===== config.mk =====
export PLATFORM = sky130hd
export DESIGN_NAME = aluPeripheral
export DESIGN_NICKNAME = d
export VERILOG_FILES = /design/src/logic/aluPkg.sv /design/src/logic/decodedIf.sv /design/src/logic/operandIf.sv /design/src/logic/aluPeripheral.sv /design/src/logic/axiLiteReadSide.sv /design/src/logic/axiLiteWriteSide.sv /design/src/logic/instructionDecoder.sv /design/src/logic/mipsAlu.sv
export SDC_FILE = /design/constraint.sdc
export NUM_CORES = 1
export LEC_CHECK = 0
export BUFFER_PORTS_ARGS = -buffer_cell sky130_fd_sc_hd__clkbuf_2
export CAP_MARGIN = 20
export CORE_MARGIN = 3
export CORE_UTILIZATION = 25
export CTS_BUF_LIST = sky130_fd_sc_hd__clkbuf_4 sky130_fd_sc_hd__clkbuf_8
export CTS_CLUSTER_DIAMETER = 150
export CTS_CLUSTER_SIZE = 24
export DETAILED_ROUTE_END_ITERATION = 16
export HOLD_SLACK_MARGIN = 0.15
export SYNTH_ARGS = -nofsm -noshare
export SYNTH_HDL_FRONTEND = slang
export SYNTH_HIERARCHICAL = 1
export SYNTH_SLANG_ARGS = --single-unit

===== constraint.sdc =====
create_clock -name clk -period 14.9 [get_ports clk]
set_input_delay 2.235 -clock clk [delete_from_list [all_inputs] [get_ports clk]]
set_output_delay 2.235 -clock clk [all_outputs]
set_load 0.1 [all_outputs]

===== src/logic/aluPkg.sv =====
`default_nettype none

package aluPkg;

	typedef logic [31:0] dataWord;
	typedef logic [31:0] instrWord;
	typedef logic [4:0] regAddr; // Byte address inside the block
	typedef logic [4:0] shiftAmount;
	typedef logic [1:0] axiResp;

	typedef enum logic [3:0] {
		opAdd, opSub, opSlt, opSltu, opAnd, opOr, opXor,
		opSll, opSra, opSrl,
		opNone // Illegal encoding
	} aluOp;

	localparam axiResp respOkay = 2'b00;
	localparam axiResp respSlvErr = 2'b10;

	localparam regAddr addrInstruction = 5'h00;
	localparam regAddr addrOperandA = 5'h04;
	localparam regAddr addrOperandB = 5'h08;
	localparam regAddr addrResult = 5'h0C; // Read only
	localparam regAddr addrStatus = 5'h10; // Read only, bit 0 illegal

	localparam logic [5:0] opcSpecial = 6'b000000;
	localparam logic [5:0] opcAddiu = 6'b001000;
	localparam logic [5:0] opcSlti = 6'b001010;
	localparam logic [5:0] opcSltiu = 6'b001011;
	localparam logic [5:0] opcAndi = 6'b001100;
	localparam logic [5:0] opcOri = 6'b001101;
	localparam logic [5:0] opcXori = 6'b001110;
	localparam logic [5:0] opcLb = 6'b100000;
	localparam logic [5:0] opcLw = 6'b100011;
	localparam logic [5:0] opcLbu = 6'b100100;
	localparam logic [5:0] opcSb = 6'b101000;
	localparam logic [5:0] opcSw = 6'b101011;

	localparam logic [5:0] fnSll = 6'b000000;
	localparam logic [5:0] fnSrl = 6'b000010;
	localparam logic [5:0] fnSra = 6'b000011;
	localparam logic [5:0] fnSllv = 6'b000100;
	localparam logic [5:0] fnSrlv = 6'b000110;
	localparam logic [5:0] fnSrav = 6'b000111;
	localparam logic [5:0] fnAddu = 6'b100000;
	localparam logic [5:0] fnSubu = 6'b100010;
	localparam logic [5:0] fnAnd = 6'b100100;
	localparam logic [5:0] fnOr = 6'b100101;
	localparam logic [5:0] fnXor = 6'b101000; // Team encoding, not the MIPS32 one
	localparam logic [5:0] fnSlt = 6'b101010;
	localparam logic [5:0] fnSltu = 6'b101011;

endpackage

`default_nettype wire


===== src/logic/decodedIf.sv =====
`default_nettype none

interface decodedIf;
	import aluPkg::*;

	aluOp op;
	dataWord operandA; // Shift source for shift ops
	dataWord operandB;
	shiftAmount shamt;
	logic illegal;
	logic update;

	modport source (output op, operandA, operandB, shamt, illegal, update);
	modport sink (input op, operandA, operandB, shamt, illegal, update);

endinterface

`default_nettype wire


===== src/logic/operandIf.sv =====
`default_nettype none

interface operandIf;
	import aluPkg::*;

	instrWord instruction;
	dataWord operandA;
	dataWord operandB;
	logic update; // One cycle after a register write

	modport source (output instruction, operandA, operandB, update);
	modport sink (input instruction, operandA, operandB, update);

endinterface

`default_nettype wire


===== src/logic/aluPeripheral.sv =====
`default_nettype none

module aluPeripheral (
	input wire logic clk,
	input wire logic reset,
	input wire logic awvalid,
	input wire aluPkg::regAddr awaddr,
	output logic awready,
	input wire logic wvalid,
	input wire aluPkg::dataWord wdata,
	output logic wready,
	output logic bvalid,
	input wire logic bready,
	output aluPkg::axiResp bresp,
	input wire logic arvalid,
	input wire aluPkg::regAddr araddr,
	output logic arready,
	output logic rvalid,
	input wire logic rready,
	output aluPkg::dataWord rdata,
	output aluPkg::axiResp rresp
);
	import aluPkg::*;

	dataWord result;
	logic illegal;

	operandIf opsBus ();
	decodedIf decBus ();

	axiLiteWriteSide u_writeSide (
		.clk, .reset,
		.awvalid, .awaddr, .awready,
		.wvalid, .wdata, .wready,
		.bvalid, .bready, .bresp,
		.ops(opsBus.source)
	);

	instructionDecoder u_decoder (
		.ops(opsBus.sink),
		.dec(decBus.source)
	);

	mipsAlu u_alu (
		.clk, .reset,
		.dec(decBus.sink),
		.result, .illegal
	);

	axiLiteReadSide u_readSide (
		.clk, .reset,
		.arvalid, .araddr, .arready,
		.rvalid, .rready, .rdata, .rresp,
		.result, .illegal, // Latched on the same edge BVALID rises
		.ops(opsBus.sink)
	);

endmodule

`default_nettype wire


===== src/logic/axiLiteReadSide.sv =====
`default_nettype none

module axiLiteReadSide (
	input wire logic clk,
	input wire logic reset,
	input wire logic arvalid,
	input wire aluPkg::regAddr araddr,
	output logic arready,
	output logic rvalid,
	input wire logic rready,
	output aluPkg::dataWord rdata,
	output aluPkg::axiResp rresp,
	input wire aluPkg::dataWord result,
	input wire logic illegal,
	operandIf.sink ops
);
	import aluPkg::*;

	logic arFire;
	dataWord muxData;
	axiResp muxResp;

	assign arready = !rvalid; // One read in flight
	assign arFire = arvalid && arready;

	always_comb begin
		muxResp = respOkay;
		case (araddr)
			addrInstruction: muxData = ops.instruction;
			addrOperandA: muxData = ops.operandA;
			addrOperandB: muxData = ops.operandB;
			addrResult: muxData = result;
			addrStatus: muxData = {31'b0, illegal};
			default: begin
				muxData = '0;
				muxResp = respSlvErr;
			end
		endcase
	end

	always_ff @(posedge clk) begin
		if (arFire) begin
			rdata <= muxData;
			rresp <= muxResp;
		end
	end

	always_ff @(posedge clk) begin
		if (reset) rvalid <= 1'b0;
		else if (arFire) rvalid <= 1'b1;
		else if (rready) rvalid <= 1'b0;
	end

	rHold: assert property (@(posedge clk) disable iff (reset)
		rvalid && !rready |=> rvalid && $stable(rdata) && $stable(rresp));

endmodule

`default_nettype wire


===== src/logic/axiLiteWriteSide.sv =====
`default_nettype none

module axiLiteWriteSide (
	input wire logic clk,
	input wire logic reset,
	input wire logic awvalid,
	input wire aluPkg::regAddr awaddr,
	output logic awready,
	input wire logic wvalid,
	input wire aluPkg::dataWord wdata,
	output logic wready,
	output logic bvalid,
	input wire logic bready,
	output aluPkg::axiResp bresp,
	operandIf.source ops
);
	import aluPkg::*;

	logic awHeld;
	logic wHeld;
	regAddr addrHeld;
	dataWord dataHeld;
	logic respPending; // Register written, B goes out next edge
	logic awFire;
	logic wFire;
	logic commit;
	logic writable;
	regAddr curAddr;
	dataWord curData;
	instrWord instrReg;
	dataWord operandAReg;
	dataWord operandBReg;
	logic updatePulse;

	// Closed while a response is pending or waiting on BREADY
	assign awready = !awHeld && !bvalid && !respPending;
	assign wready = !wHeld && !bvalid && !respPending;
	assign awFire = awvalid && awready;
	assign wFire = wvalid && wready;

	assign curAddr = awHeld ? addrHeld : awaddr;
	assign curData = wHeld ? dataHeld : wdata;
	assign commit = (awHeld || awFire) && (wHeld || wFire); // Both beats in hand
	assign writable = curAddr inside {addrInstruction, addrOperandA, addrOperandB};

	always_ff @(posedge clk) begin
		if (awFire) addrHeld <= awaddr;
		if (wFire) dataHeld <= wdata;
	end

	always_ff @(posedge clk) begin
		if (reset) begin
			awHeld <= 1'b0;
			wHeld <= 1'b0;
			respPending <= 1'b0;
			bvalid <= 1'b0;
			bresp <= respOkay;
			updatePulse <= 1'b0;
			instrReg <= '0;
			operandAReg <= '0;
			operandBReg <= '0;
		end else begin
			awHeld <= commit ? 1'b0 : (awHeld || awFire);
			wHeld <= commit ? 1'b0 : (wHeld || wFire);
			respPending <= commit;
			updatePulse <= commit && writable;
			if (commit) begin
				bresp <= writable ? respOkay : respSlvErr;
				if (curAddr == addrInstruction) instrReg <= curData;
				if (curAddr == addrOperandA) operandAReg <= curData;
				if (curAddr == addrOperandB) operandBReg <= curData;
			end
			if (respPending) bvalid <= 1'b1; // Same edge the ALU latches
			else if (bready) bvalid <= 1'b0;
		end
	end

	assign ops.instruction = instrReg;
	assign ops.operandA = operandAReg;
	assign ops.operandB = operandBReg;
	assign ops.update = updatePulse;

	bHold: assert property (@(posedge clk) disable iff (reset)
		bvalid && !bready |=> bvalid && $stable(bresp));

endmodule

`default_nettype wire


===== src/logic/instructionDecoder.sv =====
`default_nettype none

module instructionDecoder (
	operandIf.sink ops,
	decodedIf.source dec
);
	import aluPkg::*;

	logic [5:0] opcode;
	logic [5:0] funct;
	shiftAmount fieldShamt;
	dataWord immSigned;
	dataWord immZero;
	aluOp op;
	dataWord secondOperand;
	logic varShift; // Shift count from operand A
	logic isShift;

	assign opcode = ops.instruction[31:26];
	assign funct = ops.instruction[5:0];
	assign fieldShamt = ops.instruction[10:6];
	assign immSigned = {{16{ops.instruction[15]}}, ops.instruction[15:0]};
	assign immZero = {16'b0, ops.instruction[15:0]};

	always_comb begin
		op = opNone;
		secondOperand = ops.operandB;
		varShift = 1'b0;
		case (opcode)
			opcSpecial: begin
				case (funct)
					fnAddu: op = opAdd;
					fnSubu: op = opSub;
					fnSlt: op = opSlt;
					fnSltu: op = opSltu;
					fnAnd: op = opAnd;
					fnOr: op = opOr;
					fnXor: op = opXor;
					fnSll: op = opSll;
					fnSra: op = opSra;
					fnSrl: op = opSrl;
					fnSllv: begin
						op = opSll;
						varShift = 1'b1;
					end
					fnSrav: begin
						op = opSra;
						varShift = 1'b1;
					end
					fnSrlv: begin
						op = opSrl;
						varShift = 1'b1;
					end
					default: op = opNone;
				endcase
			end
			opcAddiu, opcLw, opcSw, opcLb, opcLbu, opcSb: begin
				op = opAdd; // Plain add for address forms
				secondOperand = immSigned;
			end
			opcSlti: begin
				op = opSlt;
				secondOperand = immSigned;
			end
			opcSltiu: begin
				op = opSltu;
				secondOperand = immSigned; // Sign extended, compared unsigned
			end
			opcAndi: begin
				op = opAnd;
				secondOperand = immZero;
			end
			opcOri: begin
				op = opOr;
				secondOperand = immZero;
			end
			opcXori: begin
				op = opXor;
				secondOperand = immZero;
			end
			default: op = opNone;
		endcase
	end

	assign isShift = op inside {opSll, opSra, opSrl};

	assign dec.op = op;
	assign dec.illegal = (op == opNone);
	assign dec.operandA = isShift ? ops.operandB : ops.operandA; // rt is shifted
	assign dec.operandB = secondOperand;
	assign dec.shamt = varShift ? ops.operandA[4:0] : fieldShamt;
	assign dec.update = ops.update;

endmodule

`default_nettype wire


===== src/logic/mipsAlu.sv =====
`default_nettype none

module mipsAlu (
	input wire logic clk,
	input wire logic reset,
	decodedIf.sink dec,
	output aluPkg::dataWord result,
	output logic illegal
);
	import aluPkg::*;

	dataWord nextResult;

	always_comb begin
		case (dec.op)
			opAdd: nextResult = dec.operandA + dec.operandB;
			opSub: nextResult = dec.operandA - dec.operandB;
			opSlt: nextResult = {31'b0, $signed(dec.operandA) < $signed(dec.operandB)};
			opSltu: nextResult = {31'b0, dec.operandA < dec.operandB};
			opAnd: nextResult = dec.operandA & dec.operandB;
			opOr: nextResult = dec.operandA | dec.operandB;
			opXor: nextResult = dec.operandA ^ dec.operandB;
			opSll: nextResult = dec.operandA << dec.shamt;
			opSra: nextResult = $signed(dec.operandA) >>> dec.shamt; // Keeps sign
			opSrl: nextResult = dec.operandA >> dec.shamt;
			default: nextResult = '0; // opNone
		endcase
	end

	always_ff @(posedge clk) begin
		if (reset) begin
			result <= '0;
			illegal <= 1'b0;
		end else if (dec.update) begin
			result <= nextResult;
			illegal <= dec.illegal;
		end
	end

	// Decoder output must be settled by the time the write side pulses update
	opKnown: assert property (@(posedge clk) disable iff (reset)
		dec.update |-> !$isunknown(dec.op));

endmodule

`default_nettype wire


Word level (Yosys, flattened, before mapping)
Cells that the tools add are included.

Input port bits: 49. Output and inout bits: 41. Register bits after elaboration: 208. Word-level logic and storage cells: 119.

Reductions and logical operators: 37. Equality and inequality tests: 39. Add/sub/neg operators: 2. Bitwise operators: 3. Mux-type cells: 17. $lt $le $gt $ge: 2. Shifts and indexed selects: 3.

Operators with widths (number): 32-bit one-hot mux with 10 select lines (1); 32-bit one-hot mux with 5 select lines (1); 6-bit == test (second input constant) (12); 32-bit less-than comparator (2); 32-bit 2-to-1 mux (2); 32-bit one-hot mux with 2 select lines (1); 4-bit one-hot mux with 10 select lines (1); 6-bit by 4-bit == test with 1-bit output (second input constant) (6); 32-bit adder (1); 32-bit AND (1); 32-bit OR (1); 32-bit by 5-bit left shift with 32-bit output (1); 32-bit by 5-bit right shift with 32-bit output (1); 32-bit by 5-bit >>> shifter with 32-bit output (1); 32-bit subtractor (1); 32-bit bitwise XOR (1); 4-bit one-hot mux with 7 select lines (1); 6-bit by 3-bit == test with 1-bit output (second input constant) (3); 4-bit by 3-bit == test with 1-bit output (second input constant) (4); 5-bit by 4-bit == test with 1-bit output (second input constant) (3); 4-bit == test (second input constant) (3); 6-bit by 2-bit == test with 1-bit output (second input constant) (2); 6-bit logical NOT (2); 5-bit by 3-bit == test with 1-bit output (second input constant) (2); 19 further kinds (49).

Longest topological paths before layout
Word-level depth: 9. Mapped depth: 21. Depth with buffers taken out: 19.

Hierarchy
The synthesis kept the hierarchy.

By module, submodules not included: mipsAlu (times used 1, area an instance 9600.5 um2, cells an instance 1392); axiLiteWriteSide (times used 1, area an instance 5829.3 um2, cells an instance 461); axiLiteReadSide (times used 1, area an instance 2113.3 um2, cells an instance 122); instructionDecoder (times used 1, area an instance 1252.5 um2, cells an instance 153).

Worst setup path after synthesis
No wires, ideal clock.

Kind: reg-to-output. From: register u_writeSide.bvalid. To: output awready. Stages on the path, launching flop included: 2. Path slack: 9.755 ns. Data required time: 12.665 ns. Arrival: 2.910 ns. Cell sequence: dfxtp_1 -> nor3_1.

Longest elaborated chain between the ends: 3.

RTL lines: from (decl) (line axiLiteWriteSide.sv:12) `output logic bvalid,`; from (signal assigned) (line axiLiteWriteSide.sv:56) `bvalid <= 1'b0;`; from (signal assigned) (line axiLiteWriteSide.sv:73) `if (respPending) bvalid <= 1'b1;`; from (signal assigned) (line axiLiteWriteSide.sv:74) `else if (bready) bvalid <= 1'b0;`; 1-bit logical NOT (line axiLiteWriteSide.sv:36) `assign awready = !awHeld && !bvalid && !respPending;`; 1-bit logical AND (2 in a row) (line axiLiteWriteSide.sv:36); to (decl) (line aluPeripheral.sv:8) `output logic awready,`.

No other way between the ends.

Final worst setup path
From: register u_writeSide.instrReg[5] (netlist: u_writeSide/ops.instruction[5]). To: register u_alu.result[25].

Longest elaborated chain between the ends: 9. Elaborated cells on any way between the ends: 44.

RTL lines: from (decl) (line axiLiteWriteSide.sv:30) `instrWord instrReg;`; from (signal assigned) (line axiLiteWriteSide.sv:69) `if (curAddr == addrInstruction) instrReg <= curData;`; 6-bit by 2-bit == test with 1-bit output (tied with other cells) (line instructionDecoder.sv:31) `case (funct)`; 2-bit OR reduction (no line); 4-bit one-hot mux with 10 select lines (*) (line instructionDecoder.sv:31); 4-bit one-hot mux with 7 select lines (*) (line instructionDecoder.sv:29) `case (opcode)`; named net decBus.op[3] (line decodedIf.sv:6) `aluOp op;`; 4-bit by 3-bit == test with 1-bit output or 4-bit == test (tied branches) (line instructionDecoder.sv:85) `assign isShift = op inside {opSll, opSra, opSrl};`; 3-bit nonzero test (*) (line instructionDecoder.sv:85); 32-bit 2-to-1 mux (*) (line instructionDecoder.sv:89) `assign dec.operandA = isShift ? ops.operandB : ops.operandA;`; named net decBus.operandA[4] (line decodedIf.sv:7) `dataWord operandA;`; 32-bit subtractor (tied with other cells) (line mipsAlu.sv:17) `opSub: nextResult = dec.operandA - dec.operandB;`; 32-bit one-hot mux with 10 select lines (*) (line mipsAlu.sv:15) `case (dec.op)`; to (signal assigned) (line mipsAlu.sv:35) `result <= nextResult;`; to (decl) (line mipsAlu.sv:7) `output aluPkg::dataWord result,`.

Mark *: on every way through the listed nets, which the timed path passes. The rest lies on a longest branch. A chain may end at the register's enable or synchronous reset.

==> summary.md <==
| Metric | Value |
|---|---|
| Synthesis-stage register bit count | `206` |
| Post-Route WL | `64,100 um` |
| Antenna Violating Nets Remaining | `0` |
| Maximum fanout along the worst path | `12` |
| CP endpoint kind | `flip-flop` |
| Synth Area in Compound Gates | `0.197` |
| Slew @ Worst Pin | `1060 ps` |
| First-pass GRT wire length | `97,100 um` |
| Slowest stage cell on the critical path | `a32oi_2` |
| Largest family of logic cells by synthesized area | `multiplexers` |
| Sequential cell area | `approximately 4800 sq um` |
| Pins Over Slew Limit | `0` |
| Initial antenna violation count | `2` |
| Gp weighted congestion | `0.977` |
| Mapped Nets | `2,275` |
| Post-Synth Adder-Cell Area | `0.0660` |
| Worst setup skew after layout | `24.1 ps` |
| Max cap viols | `0` |
| Multiplexer share of the synthesized area | `0.233` |
| CP Data Required Time | `15,370 ps` |
| Global route overflow | `0` |
| Post-Synth XOR/XNOR Area | `0.0126` |
| Layout area overhead | `6.58%` |
| Setup CP Type | `flip-flop to flip-flop` |
| Initial core utilization | `0.255` |
| Share of layout cells above drive strength 1 | `0.181` |
| Clock Pin Slew Worst Setup and Hold Paths | `about 160 ps` |
| Status | `complete, no violations` |
| Ys async rst share | `0` |
| Design area | `20,000 sq um` |
| Simple-gate share of the synthesized area | `0.165` |
| Commonest non-fill, non-tap cells in the layout | `nor2_1 (187), a21oi_1 (143), nor2b_1 (141), dfxtp_1 (135), o21ai_0 (132)` |
| Top cell by count, worst path | `o21ai_0` |
| CTS tree | `built` |
| DR vias | `approximately 16,000` |
| Die ar. | `78,500 sq um` |
| CP arrival | `roughly 7100 ps` |
| TritonRoute pass-1 iters | `6` |
| Hold Fails Final Rpt | `0` |
| Routed vias/inst | `5.41` |
| Final Critical Period | `6600 ps` |
| # IOs | `90` |
| Commonest non-fill, non-tap cell in the layout | `nor2_1` |
| Largest net degree at the start of global routing | `82` |
| Synth Cell Area | `18,800 sq um` |
| Crit-path leading delay family | `compound AO/OA/AOI/OAI gates` |
| Setup TNS | `0 ps` |
| DRT iter0 DRCs | `between 1,500 and 2,000` |
| Clk Tree Root Cell | `clkbuf_8` |
| # fillers | `between 7,000 and 8,000` |
| Layout net count | `2,227` |
| Mapped Cells | `roughly 2,100` |
| Multi-input gate area | `12,700 sq um` |
| Setup Viol. Count Final | `0` |
| CTS Buf Count | `12` |
| Vias in the first global route | `15,500` |
| CP Buf/Inv Count | `1` |
| Period utilization | `0.443` |
| RSZ-0062 raised after global routing | `no` |
| Slowest stage delay, CP | `850 ps` |
| Critical Path Start Type | `flip-flop` |
| Chip width | `between 200 and 300 um` |
| IO buf count | `87` |
| Hold-fix buffers at CTS | `0` |
| DP Area | `between 15,000 and 20,000 sq um` |
| Setup bufs post-CTS | `0` |
| # resized after CTS | `0` |
| Worst vdd ir | `0.0000418 V` |
| Total number of H-tree levels | `1` |
| Register area share after synthesis | `0.257` |
| Distinct cells, synth | `between 80 and 90` |
| Drt drc | `0` |
| Mean area per synthesized cell | `~8.8 sq um` |
| Clock Latency Late Sink | `around 570 ps` |
| EDFF count, synth | `70` |
| LEAKAGE | `0.00752 uW` |
| Die Ht | `280 um` |
| Primary FF master, synth | `dfxtp_1` |
| DPL Wire Length | `47,700 um` |
| Hold crit path type | `flip-flop to flip-flop` |
| Pwr dens | `58.9 nW/um^2` |
| Sink Count | `206` |
| Global Route Usage Sum | `0.157` |
| FMAX | `between 150 and 200 MHz` |
| Synth Warn # | `6` |
| CTS max path bufs | `3` |
| Placement Rows | `99` |
| Core ar. | `73,700 sq um` |
| DR WL/cell | `21.0 um` |
| Antenna cells | `0` |
| CP Cell Sequence | `nand2_1, a211o_1, a21oi_1, o221ai_1, a32oi_2, mux2_2, inv_1, ha_1, nor3_1, o21ai_0, a2111oi_0, o31ai_1, o21ai_0, a221oi_2, o41ai_1, nand3_1, a221oi_1` |
| Worst slew margin | `0.292` |
[worst register-to-register path, cell delays in order (launching register included)]
cell and delay, ps:
dfxtp_1 640, nand2_1 180, a211o_1 310, a21oi_1 310, o221ai_1 450, a32oi_2 850
mux2_2 510, inv_1 160, ha_1 330, nor3_1 190, o21ai_0 160, a2111oi_0 850
o31ai_1 270, o21ai_0 410, a221oi_2 180, o41ai_1 310, nand3_1 130, a221oi_1 270
[where the power goes]
group	total [uW]	leakage [uW]	internal, uW	switching, uW
clock	293	0.000127	98.9	194
sequential	609	0.00178	600	8.71
combinational	278	0.00561	84.1	193
[synth_stat cells (15+ instances only)]
library cell / count / area [sq um]
mux2_2: 129 / 1450
nand2b_1: 40 / 250
a21oi_1: 143 / 716
a211oi_1: 47 / 353
dfxtp_1: 136 / 2720
o22ai_1: 17 / 106
edfxtp_1: 70 / 2100
mux4_2: 50 / 1130
a21o_1: 23 / 173
o221ai_1: 20 / 175
inv_1: 108 / 405
nor2b_1: 143 / 895
buf_1: 17 / 63.8
mux2_4: 30 / 450
o21ai_0: 132 / 661
o21bai_1: 19 / 143
nand3_1: 22 / 110
nor2_1: 189 / 709
clkbuf_1: 97 / 364
ha_1: 96 / 1200
buf_2: 32 / 160
o31ai_1: 15 / 113
mux2i_1: 123 / 1230
a31oi_1: 20 / 125
xnor2_1: 23 / 201
nor3_1: 34 / 170
nand2_1: 106 / 398
o211ai_1: 24 / 180
[state kept, by name, indices dropped and copies added, names as in the netlist]
register / count
u_alu/result: 32
u_writeSide/bresp: 1
u_writeSide/awHeld: 1
u_writeSide/addrHeld: 5
u_writeSide/respPending: 1
u_alu/illegal: 1
u_writeSide/ops.update: 1
u_writeSide/ops.operandB: 32
u_writeSide/ops.instruction: 32
u_readSide/rvalid: 1
u_writeSide/ops.operandA: 32
u_readSide/rresp: 1
u_writeSide/wHeld: 1
u_writeSide/dataHeld: 32
u_writeSide/bvalid: 1
u_readSide/rdata: 32
[cell families (layout without fill, tap and decap cells)]
kind of cell / Yosys count / count (layout)
buf+inv: 282 / 240
simple gates: 614 / 614
xor+xnor: 27 / 27
flops: 206 / 206
other cells: 2 / 2
compound gates: 562 / 562
fa+ha+maj: 98 / 98
mux: 337 / 337
[final cells by class]
cell class              instances  share of cell area
multi-input cells            1640               0.635
flip-flops and latches        206               0.241
well taps                     959              0.0599
repair buffers                112              0.0325
inverters                     108              0.0202
clock buffers                  19              0.0112
clock inverters                 1            0.000562
[metal layers]
metal	global-route usage	wire length, um	vias to the layer above	share of wire
met1	0.221	28600	8038	0.45
met4	0.0544	2380	2	0.037
met2	0.246	28200	649	0.44
met3	0.0196	4830	131	0.075
li1	-	-	7639	-
met5	0	13	-	0.00020
[worst paths after layout]
| path | start | slack (ps) | depth (start not counted) | endpoint |
|---|---|---|---|---|
| setup / recovery | u_writeSide/ops.instruction[5] | 8300 | 17 | u_alu/result[25] |
| hold / removal | u_alu/result[7] | 480 | 2 | u_alu/result[7] |
| setup reg to reg | u_writeSide/ops.instruction[5] | 8300 | 17 | u_alu/result[25] |
| hold reg to reg | u_alu/result[7] | 480 | 2 | u_alu/result[7] |
[per-stage QoR]
stage,hold WS (ps),utilization,std cells,setup slack (ps),power (uW)
2_1_floorplan,417,-,2128,9760,829
3_3_place_gp,434,0.268,3023,8550,895
3_5_place_dp,444,0.268,3024,8520,895
4_1_cts,480,0.272,3044,8440,1190
5_1_grt,513,0.272,3045,8000,1230
6_report,477,0.272,3045,8300,1180
(Power assumes the default switching activity.)
